$ cat src/hdl/title_glyphs.hex
// one 64-bit glyph row per line, msb is the leftmost pixel
// lines 0-15 hold song 1, lines 16-31 hold song 2
0000000000000000
3C663C7E18663C00
6066667E3C666600
6066661866666000
3C7E661866663C00
0666661866660600
0666661866660600
3C663C187E3C3C00
0000000000000000
0000000000000000
7E7E7E7E7E7E7E00
0000000000000000
183C7E7E3C180000
0000000000000000
0000000000000000
0000000000000000
0000000000000000
7C3C663C7E7C3C00
66667E6660666600
66667E6660666000
7C66666678663C00
6C66666660660600
66666666607C0600
663C663C7E603C00
0000000000000000
0000000000000000
7E7E7E7E7E7E7E00
0000000000000000
00183C7E7E3C1800
0000000000000000
0000000000000000
0000000000000000
$ cat src/hdl/display_pkg.sv
package display_pkg;

    // 1024x768 at 60 Hz, 65 MHz pixel clock
    localparam logic [10:0] H_DISP  = 11'd1024;
    localparam logic [10:0] H_FRONT = 11'd24;
    localparam logic [10:0] H_SYNC  = 11'd136;
    localparam logic [10:0] H_BACK  = 11'd160;
    localparam logic [10:0] H_TOTAL = 11'd1344;  // disp + front + sync + back

    localparam logic [10:0] V_DISP  = 11'd768;
    localparam logic [10:0] V_FRONT = 11'd3;
    localparam logic [10:0] V_SYNC  = 11'd6;
    localparam logic [10:0] V_BACK  = 11'd29;
    localparam logic [10:0] V_TOTAL = 11'd806;

    // progress bar
    localparam logic [10:0] PROG_LEFT = 11'd20;
    localparam logic [10:0] PROG_TOP  = 11'd120;
    localparam logic [10:0] PROG_W    = 11'd900;
    localparam logic [10:0] PROG_H    = 11'd40;
    localparam logic [10:0] PROG_STEP = PROG_W / 11'd100;  // pixels per percent

    // song title banner
    localparam logic [10:0] TITLE_LEFT = 11'd100;
    localparam logic [10:0] TITLE_TOP  = 11'd20;
    localparam logic [10:0] TITLE_W    = 11'd64;
    localparam logic [10:0] TITLE_H    = 11'd16;

    // keyboard
    localparam logic [10:0] KEY_LEFT    = 11'd20;
    localparam logic [10:0] KEY_TOP     = 11'd200;
    localparam logic [4:0]  KEY_PITCH   = 5'd19;
    localparam logic [4:0]  KEY_GAP     = 5'd5;
    localparam logic [10:0] HALF_OFFSET = 11'd9;   // sharps sit half a pitch over
    localparam logic [10:0] MAIN_KEY_H  = 11'd160;
    localparam logic [10:0] HALF_KEY_H  = 11'd80;

    localparam logic [5:0] MAIN_KEYS     = 6'd49;
    localparam logic [7:0] KEYS_PER_OCT  = 8'd7;
    localparam logic [7:0] CODES_PER_OCT = 8'd12;

    localparam int PIPE_DEPTH = 2;  // renderer latency in clocks

    typedef struct packed {
        logic [3:0] red;
        logic [3:0] green;
        logic [3:0] blue;
    } rgb_t;

    localparam rgb_t C_BLACK  = 12'h000;
    localparam rgb_t C_WHITE  = 12'hfff;
    localparam rgb_t C_YELLOW = 12'hff0;
    localparam rgb_t C_BLUE   = 12'h00f;
    localparam rgb_t C_GREEN  = 12'h0f0;

    typedef enum logic [1:0] {
        NOTE_NONE,
        NOTE_MAIN,
        NOTE_HALF
    } note_kind_t;

    // region code passed from renderer stage 1 to stage 2
    typedef enum logic [2:0] {
        REG_BG,
        REG_PROGRESS,
        REG_TITLE,
        REG_MAIN_KEY,
        REG_KEY_GAP,
        REG_HALF_KEY
    } region_t;

    typedef struct packed {
        logic [10:0] x;
        logic [10:0] y;
        logic        active;
        logic        hsync;
        logic        vsync;
    } scan_pos_t;

    typedef struct packed {
        note_kind_t kind;
        logic [5:0] idx;
    } key_sel_t;

endpackage

$ cat src/hdl/vga_timing.sv
`timescale 1ns/1ps

module vga_timing (
    input  logic                   clk_vga,
    input  logic                   iReset_n,
    output display_pkg::scan_pos_t pos
);
    import display_pkg::*;

    // counter values for the coming pixel
    logic [10:0] h_next;
    logic [10:0] v_next;
    logic        h_sync_next;
    logic        v_sync_next;

    always_comb begin
        h_next = pos.x + 11'd1;
        v_next = pos.y;
        if (pos.x == H_TOTAL - 11'd1) begin
            h_next = '0;
            // step one line at the end of each line
            if (pos.y == V_TOTAL - 11'd1) begin
                v_next = '0;
            end else begin
                v_next = pos.y + 11'd1;
            end
        end
    end

    assign h_sync_next = (h_next >= H_DISP + H_FRONT) &&
                         (h_next < H_DISP + H_FRONT + H_SYNC);
    assign v_sync_next = (v_next >= V_DISP + V_FRONT) &&
                         (v_next < V_DISP + V_FRONT + V_SYNC);

    // pos.x and pos.y are the counters themselves, flags follow in step
    always_ff @(posedge clk_vga or negedge iReset_n) begin
        if (!iReset_n) begin
            pos.x      <= '0;
            pos.y      <= '0;
            pos.active <= 1'b1;  // pixel 0,0 is visible
            pos.hsync  <= 1'b0;
            pos.vsync  <= 1'b0;
        end else begin
            pos.x      <= h_next;
            pos.y      <= v_next;
            pos.active <= (h_next < H_DISP) && (v_next < V_DISP);
            pos.hsync  <= h_sync_next;  // active high
            pos.vsync  <= v_sync_next;
        end
    end

endmodule

$ cat src/hdl/note_decoder.sv
`timescale 1ns/1ps

module note_decoder (
    input  logic                  clk_vga,
    input  logic                  iReset_n,
    input  logic [7:0]            freq_type,
    output display_pkg::key_sel_t key_sel
);
    import display_pkg::*;

    logic [7:0] rel_code;  // code past the first seven keys
    logic [7:0] rem_code;
    logic [7:0] oct_base;
    logic [7:0] key_num;
    note_kind_t kind_c;

    always_comb begin
        rel_code = freq_type - 8'd7;
        rem_code = rel_code % CODES_PER_OCT;
        oct_base = (rel_code / CODES_PER_OCT) * KEYS_PER_OCT;
        kind_c   = NOTE_MAIN;
        key_num  = 8'd0;
        if (freq_type == 8'd0) begin
            kind_c = NOTE_NONE;
        end else if (freq_type <= 8'd7) begin
            key_num = freq_type - 8'd1;  // lowest partial octave, white keys only
        end else begin
            case (rem_code)
                8'd0:    key_num = oct_base + 8'd6;
                8'd1:    key_num = oct_base + 8'd7;
                8'd3:    key_num = oct_base + 8'd8;
                8'd5:    key_num = oct_base + 8'd9;
                8'd6:    key_num = oct_base + 8'd10;
                8'd8:    key_num = oct_base + 8'd11;
                8'd10:   key_num = oct_base + 8'd12;
                8'd2:    key_num = oct_base + 8'd8;
                8'd4:    key_num = oct_base + 8'd9;
                8'd7:    key_num = oct_base + 8'd11;
                8'd9:    key_num = oct_base + 8'd12;
                8'd11:   key_num = oct_base + 8'd13;
                default: kind_c = NOTE_NONE;
            endcase
            // black keys of the octave
            if (rem_code == 8'd2 || rem_code == 8'd4 || rem_code == 8'd7 ||
                rem_code == 8'd9 || rem_code == 8'd11) begin
                kind_c = NOTE_HALF;
            end
        end
        // off the right end of the keyboard
        if (key_num >= {2'b00, MAIN_KEYS}) begin
            kind_c = NOTE_NONE;
        end
    end

    always_ff @(posedge clk_vga or negedge iReset_n) begin
        if (!iReset_n) begin
            key_sel.kind <= NOTE_NONE;
            key_sel.idx  <= '0;
        end else begin
            key_sel.kind <= kind_c;
            key_sel.idx  <= (kind_c == NOTE_NONE) ? 6'd0 : key_num[5:0];
        end
    end

endmodule

$ cat src/hdl/title_rom.sv
`timescale 1ns/1ps

module title_rom (
    input  logic        clk_vga,
    input  logic [4:0]  addr,
    output logic [63:0] bits
);

    // rows 0..15 first song, 16..31 second song
    logic [63:0] glyph_mem [0:31];

    initial begin
        $readmemh("/design/src/hdl/title_glyphs.hex", glyph_mem);
    end

    // one clock read latency, like a block RAM
    always_ff @(posedge clk_vga) begin
        bits <= glyph_mem[addr];
    end

endmodule

$ cat src/hdl/scene_renderer.sv
`timescale 1ns/1ps

module scene_renderer (
    input  logic                   clk_vga,
    input  logic                   iReset_n,
    input  display_pkg::scan_pos_t pos,
    input  display_pkg::key_sel_t  key_sel,
    input  logic [6:0]             progress,
    input  logic [3:0]             song_sel,
    output logic [4:0]             rom_addr,
    input  logic [63:0]            rom_bits,
    output display_pkg::rgb_t      colour
);
    import display_pkg::*;

    // running pitch counters, they describe the pixel in pos
    logic [4:0] main_pos;
    logic [5:0] main_idx;
    logic [4:0] half_pos;
    logic [5:0] half_idx;

    logic [10:0] key_y;
    logic [10:0] prog_x;
    logic [10:0] title_x;
    logic [10:0] title_y;
    logic [10:0] fill_len;
    logic [7:0]  half_oct;
    logic        song_ok;
    logic        in_keys;
    logic        in_title;
    logic        in_prog;
    logic        half_hit;
    region_t     region_c;

    region_t     region_q;
    logic [5:0]  main_idx_q;
    logic [5:0]  half_idx_q;
    logic        prog_fill_q;
    logic [5:0]  title_col_q;

    always_ff @(posedge clk_vga or negedge iReset_n) begin
        if (!iReset_n) begin
            main_pos <= '0;
            main_idx <= '0;
            half_pos <= '0;
            half_idx <= '0;
        end else begin
            if (pos.x == KEY_LEFT - 11'd1) begin  // next pixel starts key 0
                main_pos <= '0;
                main_idx <= '0;
            end else if (main_pos == KEY_PITCH - 5'd1) begin
                main_pos <= '0;
                main_idx <= main_idx + 6'd1;
            end else begin
                main_pos <= main_pos + 5'd1;
            end

            if (pos.x == KEY_LEFT - 11'd1) begin
                half_pos <= '0;
                half_idx <= '0;
            end else if (pos.x == KEY_LEFT + HALF_OFFSET - 11'd1) begin
                half_pos <= '0;
                half_idx <= 6'd1;  // sharp n sits left of main key n
            end else if (half_pos == KEY_PITCH - 5'd1) begin
                half_pos <= '0;
                half_idx <= half_idx + 6'd1;
            end else begin
                half_pos <= half_pos + 5'd1;
            end
        end
    end

    always_comb begin
        key_y    = pos.y - KEY_TOP;
        prog_x   = pos.x - PROG_LEFT;
        title_x  = pos.x - TITLE_LEFT;
        title_y  = pos.y - TITLE_TOP;
        fill_len = PROG_STEP * {4'd0, progress};
        half_oct = {2'b00, half_idx} % KEYS_PER_OCT;
        song_ok  = (song_sel == 4'd1) || (song_sel == 4'd2);
        in_keys  = pos.active && (pos.x >= KEY_LEFT) && (pos.y >= KEY_TOP) &&
                   (key_y < MAIN_KEY_H);
        in_title = pos.active && (pos.x >= TITLE_LEFT) && (title_x < TITLE_W) &&
                   (pos.y >= TITLE_TOP) && (title_y < TITLE_H);
        in_prog  = pos.active && (pos.x >= PROG_LEFT) && (prog_x < PROG_W) &&
                   (pos.y >= PROG_TOP) && (pos.y - PROG_TOP < PROG_H);
        // no sharp between E-F and B-C
        half_hit = (key_y < HALF_KEY_H) && (half_idx < MAIN_KEYS) &&
                   (half_oct != 8'd0) && (half_oct != 8'd3) && (half_pos >= KEY_GAP);

        if (in_keys) begin
            if (half_hit) begin
                region_c = REG_HALF_KEY;
            end else if (main_idx >= MAIN_KEYS) begin
                region_c = REG_BG;
            end else if (main_pos < KEY_GAP) begin
                region_c = REG_KEY_GAP;
            end else begin
                region_c = REG_MAIN_KEY;
            end
        end else if (in_title && song_ok) begin
            region_c = REG_TITLE;
        end else if (in_prog) begin
            region_c = REG_PROGRESS;
        end else begin
            region_c = REG_BG;
        end
    end

    // song 2 in the upper half of the ROM
    assign rom_addr = {song_sel[1], title_y[3:0]};

    always_ff @(posedge clk_vga or negedge iReset_n) begin
        if (!iReset_n) begin
            region_q <= REG_BG;
        end else begin
            region_q <= region_c;
        end
    end

    always_ff @(posedge clk_vga) begin
        main_idx_q  <= main_idx;
        half_idx_q  <= half_idx;
        prog_fill_q <= prog_x < fill_len;
        title_col_q <= title_x[5:0];
    end

    always_ff @(posedge clk_vga or negedge iReset_n) begin
        if (!iReset_n) begin
            colour <= C_BLACK;
        end else begin
            case (region_q)
                REG_MAIN_KEY: colour <= (key_sel.kind == NOTE_MAIN &&
                                         key_sel.idx == main_idx_q) ? C_GREEN : C_WHITE;
                REG_HALF_KEY: colour <= (key_sel.kind == NOTE_HALF &&
                                         key_sel.idx == half_idx_q) ? C_GREEN : C_YELLOW;
                REG_KEY_GAP:  colour <= C_BLUE;
                REG_PROGRESS: colour <= prog_fill_q ? C_YELLOW : C_GREEN;
                // leftmost pixel is the msb of the glyph row
                REG_TITLE:    colour <= rom_bits[6'd63 - title_col_q] ? C_WHITE : C_BLACK;
                default:      colour <= C_BLACK;
            endcase
        end
    end

endmodule

$ cat src/hdl/pixel_output.sv
`timescale 1ns/1ps

module pixel_output (
    input  logic                   clk_vga,
    input  logic                   iReset_n,
    input  display_pkg::scan_pos_t pos,
    input  display_pkg::rgb_t      colour,
    output logic                   hsync,
    output logic                   vsync,
    output logic [3:0]             red,
    output logic [3:0]             green,
    output logic [3:0]             blue
);
    import display_pkg::*;

    // sync and active follow the renderer pipeline
    logic [PIPE_DEPTH-1:0] hs_pipe;
    logic [PIPE_DEPTH-1:0] vs_pipe;
    logic [PIPE_DEPTH-1:0] act_pipe;

    always_ff @(posedge clk_vga or negedge iReset_n) begin
        if (!iReset_n) begin
            hs_pipe  <= '0;
            vs_pipe  <= '0;
            act_pipe <= '0;
            hsync    <= 1'b0;
            vsync    <= 1'b0;
            red      <= '0;
            green    <= '0;
            blue     <= '0;
        end else begin
            hs_pipe  <= {hs_pipe[PIPE_DEPTH-2:0], pos.hsync};
            vs_pipe  <= {vs_pipe[PIPE_DEPTH-2:0], pos.vsync};
            act_pipe <= {act_pipe[PIPE_DEPTH-2:0], pos.active};
            hsync    <= hs_pipe[PIPE_DEPTH-1];
            vsync    <= vs_pipe[PIPE_DEPTH-1];
            red      <= act_pipe[PIPE_DEPTH-1] ? colour.red : 4'd0;  // black in blanking
            green    <= act_pipe[PIPE_DEPTH-1] ? colour.green : 4'd0;
            blue     <= act_pipe[PIPE_DEPTH-1] ? colour.blue : 4'd0;
        end
    end

endmodule

$ cat src/hdl/piano_display.sv
`timescale 1ns/1ps

module piano_display (
    input  logic       clk_vga,
    input  logic       iReset_n,
    input  logic [7:0] freq_type,
    input  logic [6:0] progress,
    input  logic [3:0] song_sel,
    output logic       hsync,
    output logic       vsync,
    output logic [3:0] red,
    output logic [3:0] green,
    output logic [3:0] blue
);
    import display_pkg::*;

    scan_pos_t   pos;
    key_sel_t    key_sel;
    logic [4:0]  rom_addr;
    logic [63:0] rom_bits;
    rgb_t        colour;

    vga_timing u_timing (
        .clk_vga  (clk_vga),
        .iReset_n (iReset_n),
        .pos      (pos)
    );

    note_decoder u_decoder (
        .clk_vga   (clk_vga),
        .iReset_n  (iReset_n),
        .freq_type (freq_type),
        .key_sel   (key_sel)
    );

    title_rom u_title_rom (
        .clk_vga (clk_vga),
        .addr    (rom_addr),
        .bits    (rom_bits)
    );

    scene_renderer u_renderer (
        .clk_vga  (clk_vga),
        .iReset_n (iReset_n),
        .pos      (pos),
        .key_sel  (key_sel),
        .progress (progress),
        .song_sel (song_sel),
        .rom_addr (rom_addr),
        .rom_bits (rom_bits),
        .colour   (colour)
    );

    pixel_output u_output (
        .clk_vga  (clk_vga),
        .iReset_n (iReset_n),
        .pos      (pos),
        .colour   (colour),
        .hsync    (hsync),
        .vsync    (vsync),
        .red      (red),
        .green    (green),
        .blue     (blue)
    );

endmodule

$ cat config.mk
export PLATFORM = sky130hd
export DESIGN_NAME = piano_display
export DESIGN_NICKNAME = d
export VERILOG_FILES = /design/src/hdl/display_pkg.sv /design/src/hdl/vga_timing.sv /design/src/hdl/note_decoder.sv /design/src/hdl/title_rom.sv /design/src/hdl/scene_renderer.sv /design/src/hdl/pixel_output.sv /design/src/hdl/piano_display.sv
export SDC_FILE = /design/constraint.sdc
export NUM_CORES = 1
export LEC_CHECK = 0
export BUFFER_PORTS_ARGS = -buffer_cell sky130_fd_sc_hd__buf_2
export CELL_PAD_IN_SITES_DETAIL_PLACEMENT = 0
export CELL_PAD_IN_SITES_GLOBAL_PLACEMENT = 2
export CORE_AREA = 2 2 131 165
export DETAILED_ROUTE_END_ITERATION = 16
export DIE_AREA = 0 0 133 167
export PLACE_DENSITY_LB_ADDON = 0.1
export SYNTH_ARGS = -nofsm -noshare
export SYNTH_HDL_FRONTEND = slang
export SYNTH_SLANG_ARGS = --single-unit
$ cat constraint.sdc
create_clock -name clk_vga -period 4.1 [get_ports clk_vga]
set_input_delay 0.205 -clock clk_vga [delete_from_list [all_inputs] [get_ports clk_vga]]
set_output_delay 0.205 -clock clk_vga [all_outputs]
set_load 0.02 [all_outputs]
Yosys cells after proc, flatten, opt, wreduce, memory -nomap -nowiden
Index checks and enable logic that the tools add are counted.
{"block": "op_classes", "order_cmp": 25, "div_mod_pow": 3, "multipliers": 2, "n_eq_ne": 29, "mux": 38, "reduce_logical": 36, "n_addsub": 22}
{"op": "$pmux W8 S8", "count": 1}
{"op": "$pmux W12 S5", "count": 1}
{"op": "$add A8 B4 Y8 const B", "count": 6}
{"op": "$mux W12", "count": 4}
{"op": "$mux W6", "count": 6}
{"op": "$lt A11 B10 Y1 const B", "count": 3}
{"op": "$mux W11", "count": 3}
{"op": "$eq A8 B3 Y1 const B", "count": 4}
{"op": "$eq A8 B4 Y1 const B", "count": 4}
{"op": "$mux W5", "count": 5}
{"op": "$add A11 B1 Y11 const B", "count": 2}
{"op": "$eq A11 B5 Y1 const B", "count": 2}
{"op": "$ge A11 B5 Y1 const B", "count": 2}
{"op": "$ge A11 B7 Y1 const B", "count": 2}
{"op": "$lt A11 B11 Y1 const B", "count": 2}
{"op": "$lt A11 B7 Y1 const B", "count": 2}
{"op": "$sub A11 B5 Y11 const B", "count": 2}
{"op": "$sub A11 B7 Y11 const B", "count": 2}
{"op": "$logic_and A1 B1 Y1", "count": 20}
{"op": "$add A8 B3 Y8 const B", "count": 2}
{"op": "$eq A8 B2 Y1 const B", "count": 2}
{"op": "$logic_not A8 Y1", "count": 2}
{"op": "$mux W8", "count": 2}
{"op": "$mux W3", "count": 5}
{"op": "other kinds (49)", "count": 69}
{"block": "word_totals", "reg_bits": 173, "out_inout_bits": 14}

Longest topological paths before layout
{"block": "depth", "ltp_word": 13, "ltp_mapped": 28, "ltp_nobuf": 25}

By module
Synthesis repeated with hierarchy kept, for this count alone.
{"block": "unflattened", "hier_cells": 1146, "area_unflattened_um2": 9819.4}
{"mod": "scene_renderer", "instances": 1, "cells_per_inst": 462, "area_per_inst_um2": 4139.0}
{"mod": "note_decoder", "instances": 1, "cells_per_inst": 449, "area_per_inst_um2": 3274.4}
{"mod": "vga_timing", "instances": 1, "cells_per_inst": 137, "area_per_inst_um2": 1325.0}
{"mod": "pixel_output", "instances": 1, "cells_per_inst": 33, "area_per_inst_um2": 596.8}
{"mod": "title_rom", "instances": 1, "cells_per_inst": 65, "area_per_inst_um2": 484.2}

Worst setup path before layout
Ideal clock, no wire load.
{"block": "synth_timing", "path_kind": "input to register", "start": "input freq_type[0]", "end": "register u_decoder.key_sel[4] (netlist name)", "setup_ns": 0.140, "t_required_ns": 3.960, "path_stages": 24, "arrival_time_ns": 5.455, "setup_slack_ns": -1.495, "path_buffers": 1, "path_cell_list": "ha_1 buf_2 a2111oi_4 xnor2_1 and3_1 nor2_2 o21ai_0 a211oi_2 fa_1 inv_1 ha_1 inv_1 fa_1 inv_1 ha_1 nor2_1 nand2_1 or4_1 nand2_1 a211oi_1 a2111oi_0 a32oi_1 nor3_4 a211oi_1"}
{"block": "synth_via", "elab_chain_cells": 13, "elab_cells_between_ends": 47, "classes_between": "add/sub (10); mul (1); div (2); order compare (2); eq/ne (11); mux (9); reduce/logical (12)"}
{"element": "start: declaration", "line_no": "piano_display.sv:6", "rtl": "input logic [7:0] freq_type,"}
{"element": "parallel branches: the longest is 12 deep, another holds $sub A8 B3 Y8"}
{"element": "$mux W6 *", "line_no": "note_decoder.sv:61", "rtl": "key_sel.idx <= (kind_c == NOTE_NONE) ? 6'd0 : key_num[5:0];"}
Mark *: on every way between the ends.
A chain may end at the register's enable or synchronous reset.

Worst setup path after layout
{"block": "layout_timing", "start": "input freq_type[6]", "end": "register u_decoder.key_sel[6] (netlist name)"}
{"block": "layout_via", "elab_chain_cells": 11, "elab_cells_between_ends": 45, "classes_between": "add/sub (10); mul (1); div (2); order compare (2); eq/ne (11); mux (8); reduce/logical (11)"}
{"element": "parallel branches: the longest is 10 deep, another holds $sub A8 B3 Y8"}
{"element": "$mux W2 *", "line_no": "note_decoder.sv:50", "rtl": "if (key_num >= {2'b00, MAIN_KEYS}) begin"}
{"element": "net u_decoder.kind_c[0]", "line_no": "note_decoder.sv:15", "rtl": "note_kind_t kind_c;"}
Mark *: on every way through the listed nets, which the timed path passes.

==> results_dict.tcl <==
set metrics [dict create \
    cap_violations 0 \
    power.internal_uw 2660 \
    synth-seq-cells 85 \
    rsz0062_at_grt "yes" \
    peakVddDrop_mv 0.319 \
    synth_nets 1042 \
    dp_hpwl_um 18700 \
    final_common_cell "buf_4" \
    grt_max_degree 73 \
    drtAntennaViolNets 0 \
    clock_skew_ns 0.00716 \
    cp_top_family "simple AND/OR/NAND/NOR gates" \
    ys_types 95 \
    hold_path_class "primary input to asynchronous set/reset pin" \
    synthXorXnorAreaFrac 0.0916 \
    endpoint_kind "flip-flop" \
    wl_met2_um 13000 \
    port_buffers 34 \
    grt_pass1_vias 7812 \
    synth_edf_count 0 \
    die_x_um 133 \
    io_pins 35 \
    antenna_found_initial 0 \
    antenna_cells 0 \
    yosysWarnings 0 \
    drt-initial-drc-count 347 \
    clk_path_buf_depth 2 \
    met3_length_um 489 \
    switching_power_uw 1680 \
    die_h_um 167 \
    period_share 1.17 \
    synth_area_um2 7940 \
    final_cell_mix "buf_4, dfrtp_1, nor2_1" \
    arrival_ns 5.06 \
    p_per_area_nw_per_um2 419 \
    synth-seq-area-share 0.260 \
    power_uw 4340 \
    final-setup-viol-count 8 \
    crit_buf_inv 6 \
    synth_top_family_by_area "simple AND/OR/NAND/NOR gates" \
    vias_per_cell 5.47 \
    root_buffer "clkbuf_16" \
    grt_usage 0.213 \
    area_growth_pct 30.5 \
    die_area_um2 22200 \
    p_clk_frac 0.196 \
    layout_setup_ws_ns -0.693 \
    swShare 0.386 \
    wl_met1_um 9470 \
    nNetsFinal 1223 \
    routed.top_layer "met4" \
    postSynthCellCount 949 \
    worst_slew_pin_slew_ns 1.01 \
    initial_core_util 0.385 \
    fmax_mhz 209 \
    synthAdderAreaFrac 0.125 \
    grt_pass1_wl_um 38500 \
    final_layout_size_suffix_gt1_frac 0.299 \
    cts_tree "built" \
    synth_compound_area_frac 0.223 \
    drcViolationCount 0 \
    cts_buffers 9 \
    critPathMaxStageDelay_ns 0.60 \
    yosysTopAreaCell "dfrtp_1" \
    hold_ws_ns -0.0147 \
    seqPwrFrac 0.207 \
    critPathKind "primary input to flip-flop" \
    synth-async-reset-ratio 0.847 \
    core-area_um2 20600 \
    avgSynthCellArea_um2 8.36 \
    gp_congestion 0.944 \
    relSlewSlack 0.324 \
    via_count 7705 \
    wirelength_um 23600 \
    synth_simple_gate_area_share 0.225 \
    path_max_fanout 4 \
    wl_per_cell_um 16.7 \
    hold_viol 7 \
    drv_slew 0 \
    clkLatencyLatePin_ns 0.34 \
    violations "negative hold slack, negative setup slack" \
    grt-ovfl-total 0 \
    synthDominantCellAreaShare 0.224 \
    cpMaxStageDelayCell "fa_2" \
    status "complete, but fails checks" \
    crit_path_start_kind "primary input" \
    cts.reportedPaths.clkPinSlew_ns 0.06 \
    drt-pass1-iter-count 5 \
    row_count 59 \
    nFillCells 1962 \
    p_leak_uw 0.00470 \
    clock-sinks 85 \
    period_needed_ns 4.79 \
    combPwrFrac 0.597 \
    synth.top_cells.by_area "dfrtp_1, ha_1, xnor2_1, xor2_1, a21oi_1" \
    cts_max_level 3 \
    cp.required_ns 4.37 \
    ys.flop_type "dfrtp_1" \
    synthMuxAreaShare 0.0102 \
]
==> synth_stat cells, drive strengths merged, types with 13 or more instances <==
library cell   n
and3          18
clkbuf        29
a31oi         15
nand4         21
nor3          36
xor2          39
o21ai         54
ha            65
dfxtp         13
nand3         34
inv           56
a21oi         64
nor2          76
buf           29
dfrtp         71
a21o          17
a211oi        18
xnor2         44
nand2         61
==> flip-flops by register name, indices dropped and copies added, names as in the netlist <==
name                    cells
u_timing.pos               25
u_decoder.key_sel           8
u_renderer.half_idx         6
u_renderer.half_idx_q       6
u_renderer.main_idx         6
u_renderer.main_idx_q       6
u_renderer.half_pos         5
u_renderer.main_pos         5
u_renderer.colour           3
u_renderer.region_q         3
u_output.act_pipe           2
u_output.hs_pipe            2
u_output.vs_pipe            2
u_output.blue               1
u_output.green              1
u_output.hsync              1
u_output.red                1
u_output.vsync              1
u_renderer.prog_fill_q      1
==> per-stage QoR <==
| step | area (um^2) | setup slack [ns] | utilization | setup TNS (ns) | instances |
|---|---|---|---|---|---|
| finish | 10400 | -0.693 | 0.503 | -5.27 | 1409 |
| global route | 10400 | -0.959 | 0.503 | -7.24 | 1409 |
| CTS | 10200 | -0.752 | 0.496 | -5.84 | 1404 |
| detailed placement | 9580 | -1.59 | 0.465 | -12.32 | 1374 |
| global placement | 9580 | -1.42 | 0.465 | -11.15 | 1374 |
| floorplan | 8010 | -1.28 | - | -9.98 | 949 |
==> worst reg2reg max path, cell delays in order, from the launching register on <==
cell and delay [ns]:
dfrtp_1 0.44, xor2_1 0.24, nand2_1 0.07, o21ai_0 0.11, ha_1 0.24, inv_1 0.07
a2bb2oi_1 0.14, o21ai_1 0.29, xnor2_2 0.19, ha_1 0.28, xnor2_1 0.12, a21oi_1 0.19
nand2_1 0.11, o31ai_1 0.27, a211oi_1 0.09, o311ai_0 0.34, buf_4 0.19, or2_2 0.11
o21ai_0 0.08
==> per-layer routing <==
layer,up-vias,global-route usage
li1,3805,-
met1,3725,0.237
met2,140,0.414
met3,35,0.0167
met4,0,0.0790
met5,-,0
==> layout make-up <==
type / instances / area [um^2] / share of cell area
multi-input cells: 748 / 5720 / 0.552
flip-flops and latches: 85 / 2060 / 0.199
repair buffers: 228 / 1700 / 0.164
well taps: 274 / 343 / 0.0331
clock buffers: 10 / 239 / 0.0231
inverters: 58 / 218 / 0.0210
clock inverters: 6 / 77.6 / 0.00749
==> power groups by stage <==
stage	Sequential, uW	Combinational [uW]	Clock [uW]
3_5_place_dp	916	2310	0
5_1_grt	902	2840	905
4_1_cts	900	2510	873
3_3_place_gp	915	2280	0
6_report	899	2590	850
2_1_floorplan	907	1320	0
==> kinds of logic (layout without fill, tap and decap cells) <==
family | after synthesis | count (layout)
AND/OR/NAND/NOR | 329 | 329
AO/OA/AOI/OAI | 252 | 252
buffers and inverters | 116 | 302
flip-flops | 85 | 85
XOR/XNOR | 83 | 83
adder cells (fa/ha/maj) | 76 | 76
multiplexers | 8 | 8
==> what timing repair did <==
| action | in CTS | in global routing |
|---|---|---|
| gates cloned | 0 | 0 |
| hold buffers | 0 | 0 |
| setup buffers | 14 | 5 |
| resized for setup | 45 | 24 |
| pin swaps | 36 | 14 |
| endpoints found under the setup margin | 8 | 11 |
==> path summary, 6_finish.rpt <==
path / start / to / slack (ns) / depth (start not counted)
max in group asynchronous: iReset_n / u_output.green[2]$_DFF_PN0_ / 3.49 / 1
min reg2reg: u_output.act_pipe[0]$_DFF_PN0_ / u_output.act_pipe[1]$_DFF_PN0_ / 0.35 / 0
max: freq_type[6] / u_decoder.key_sel[6]$_DFF_PN0_ / -0.69 / 25
min in group clk_vga: song_sel[2] / u_renderer.region_q[1]$_DFF_PN0_ / 0.19 / 4
max reg2reg: u_renderer.half_idx[5]$_DFFE_PN0P_ / u_renderer.region_q[2]$_DFF_PN0_ / 0.40 / 18
min: iReset_n / u_renderer.half_pos[0]$_DFF_PN0_ / -0.01 / 1
No activity file was read; power rests on OpenSTA's default activity.
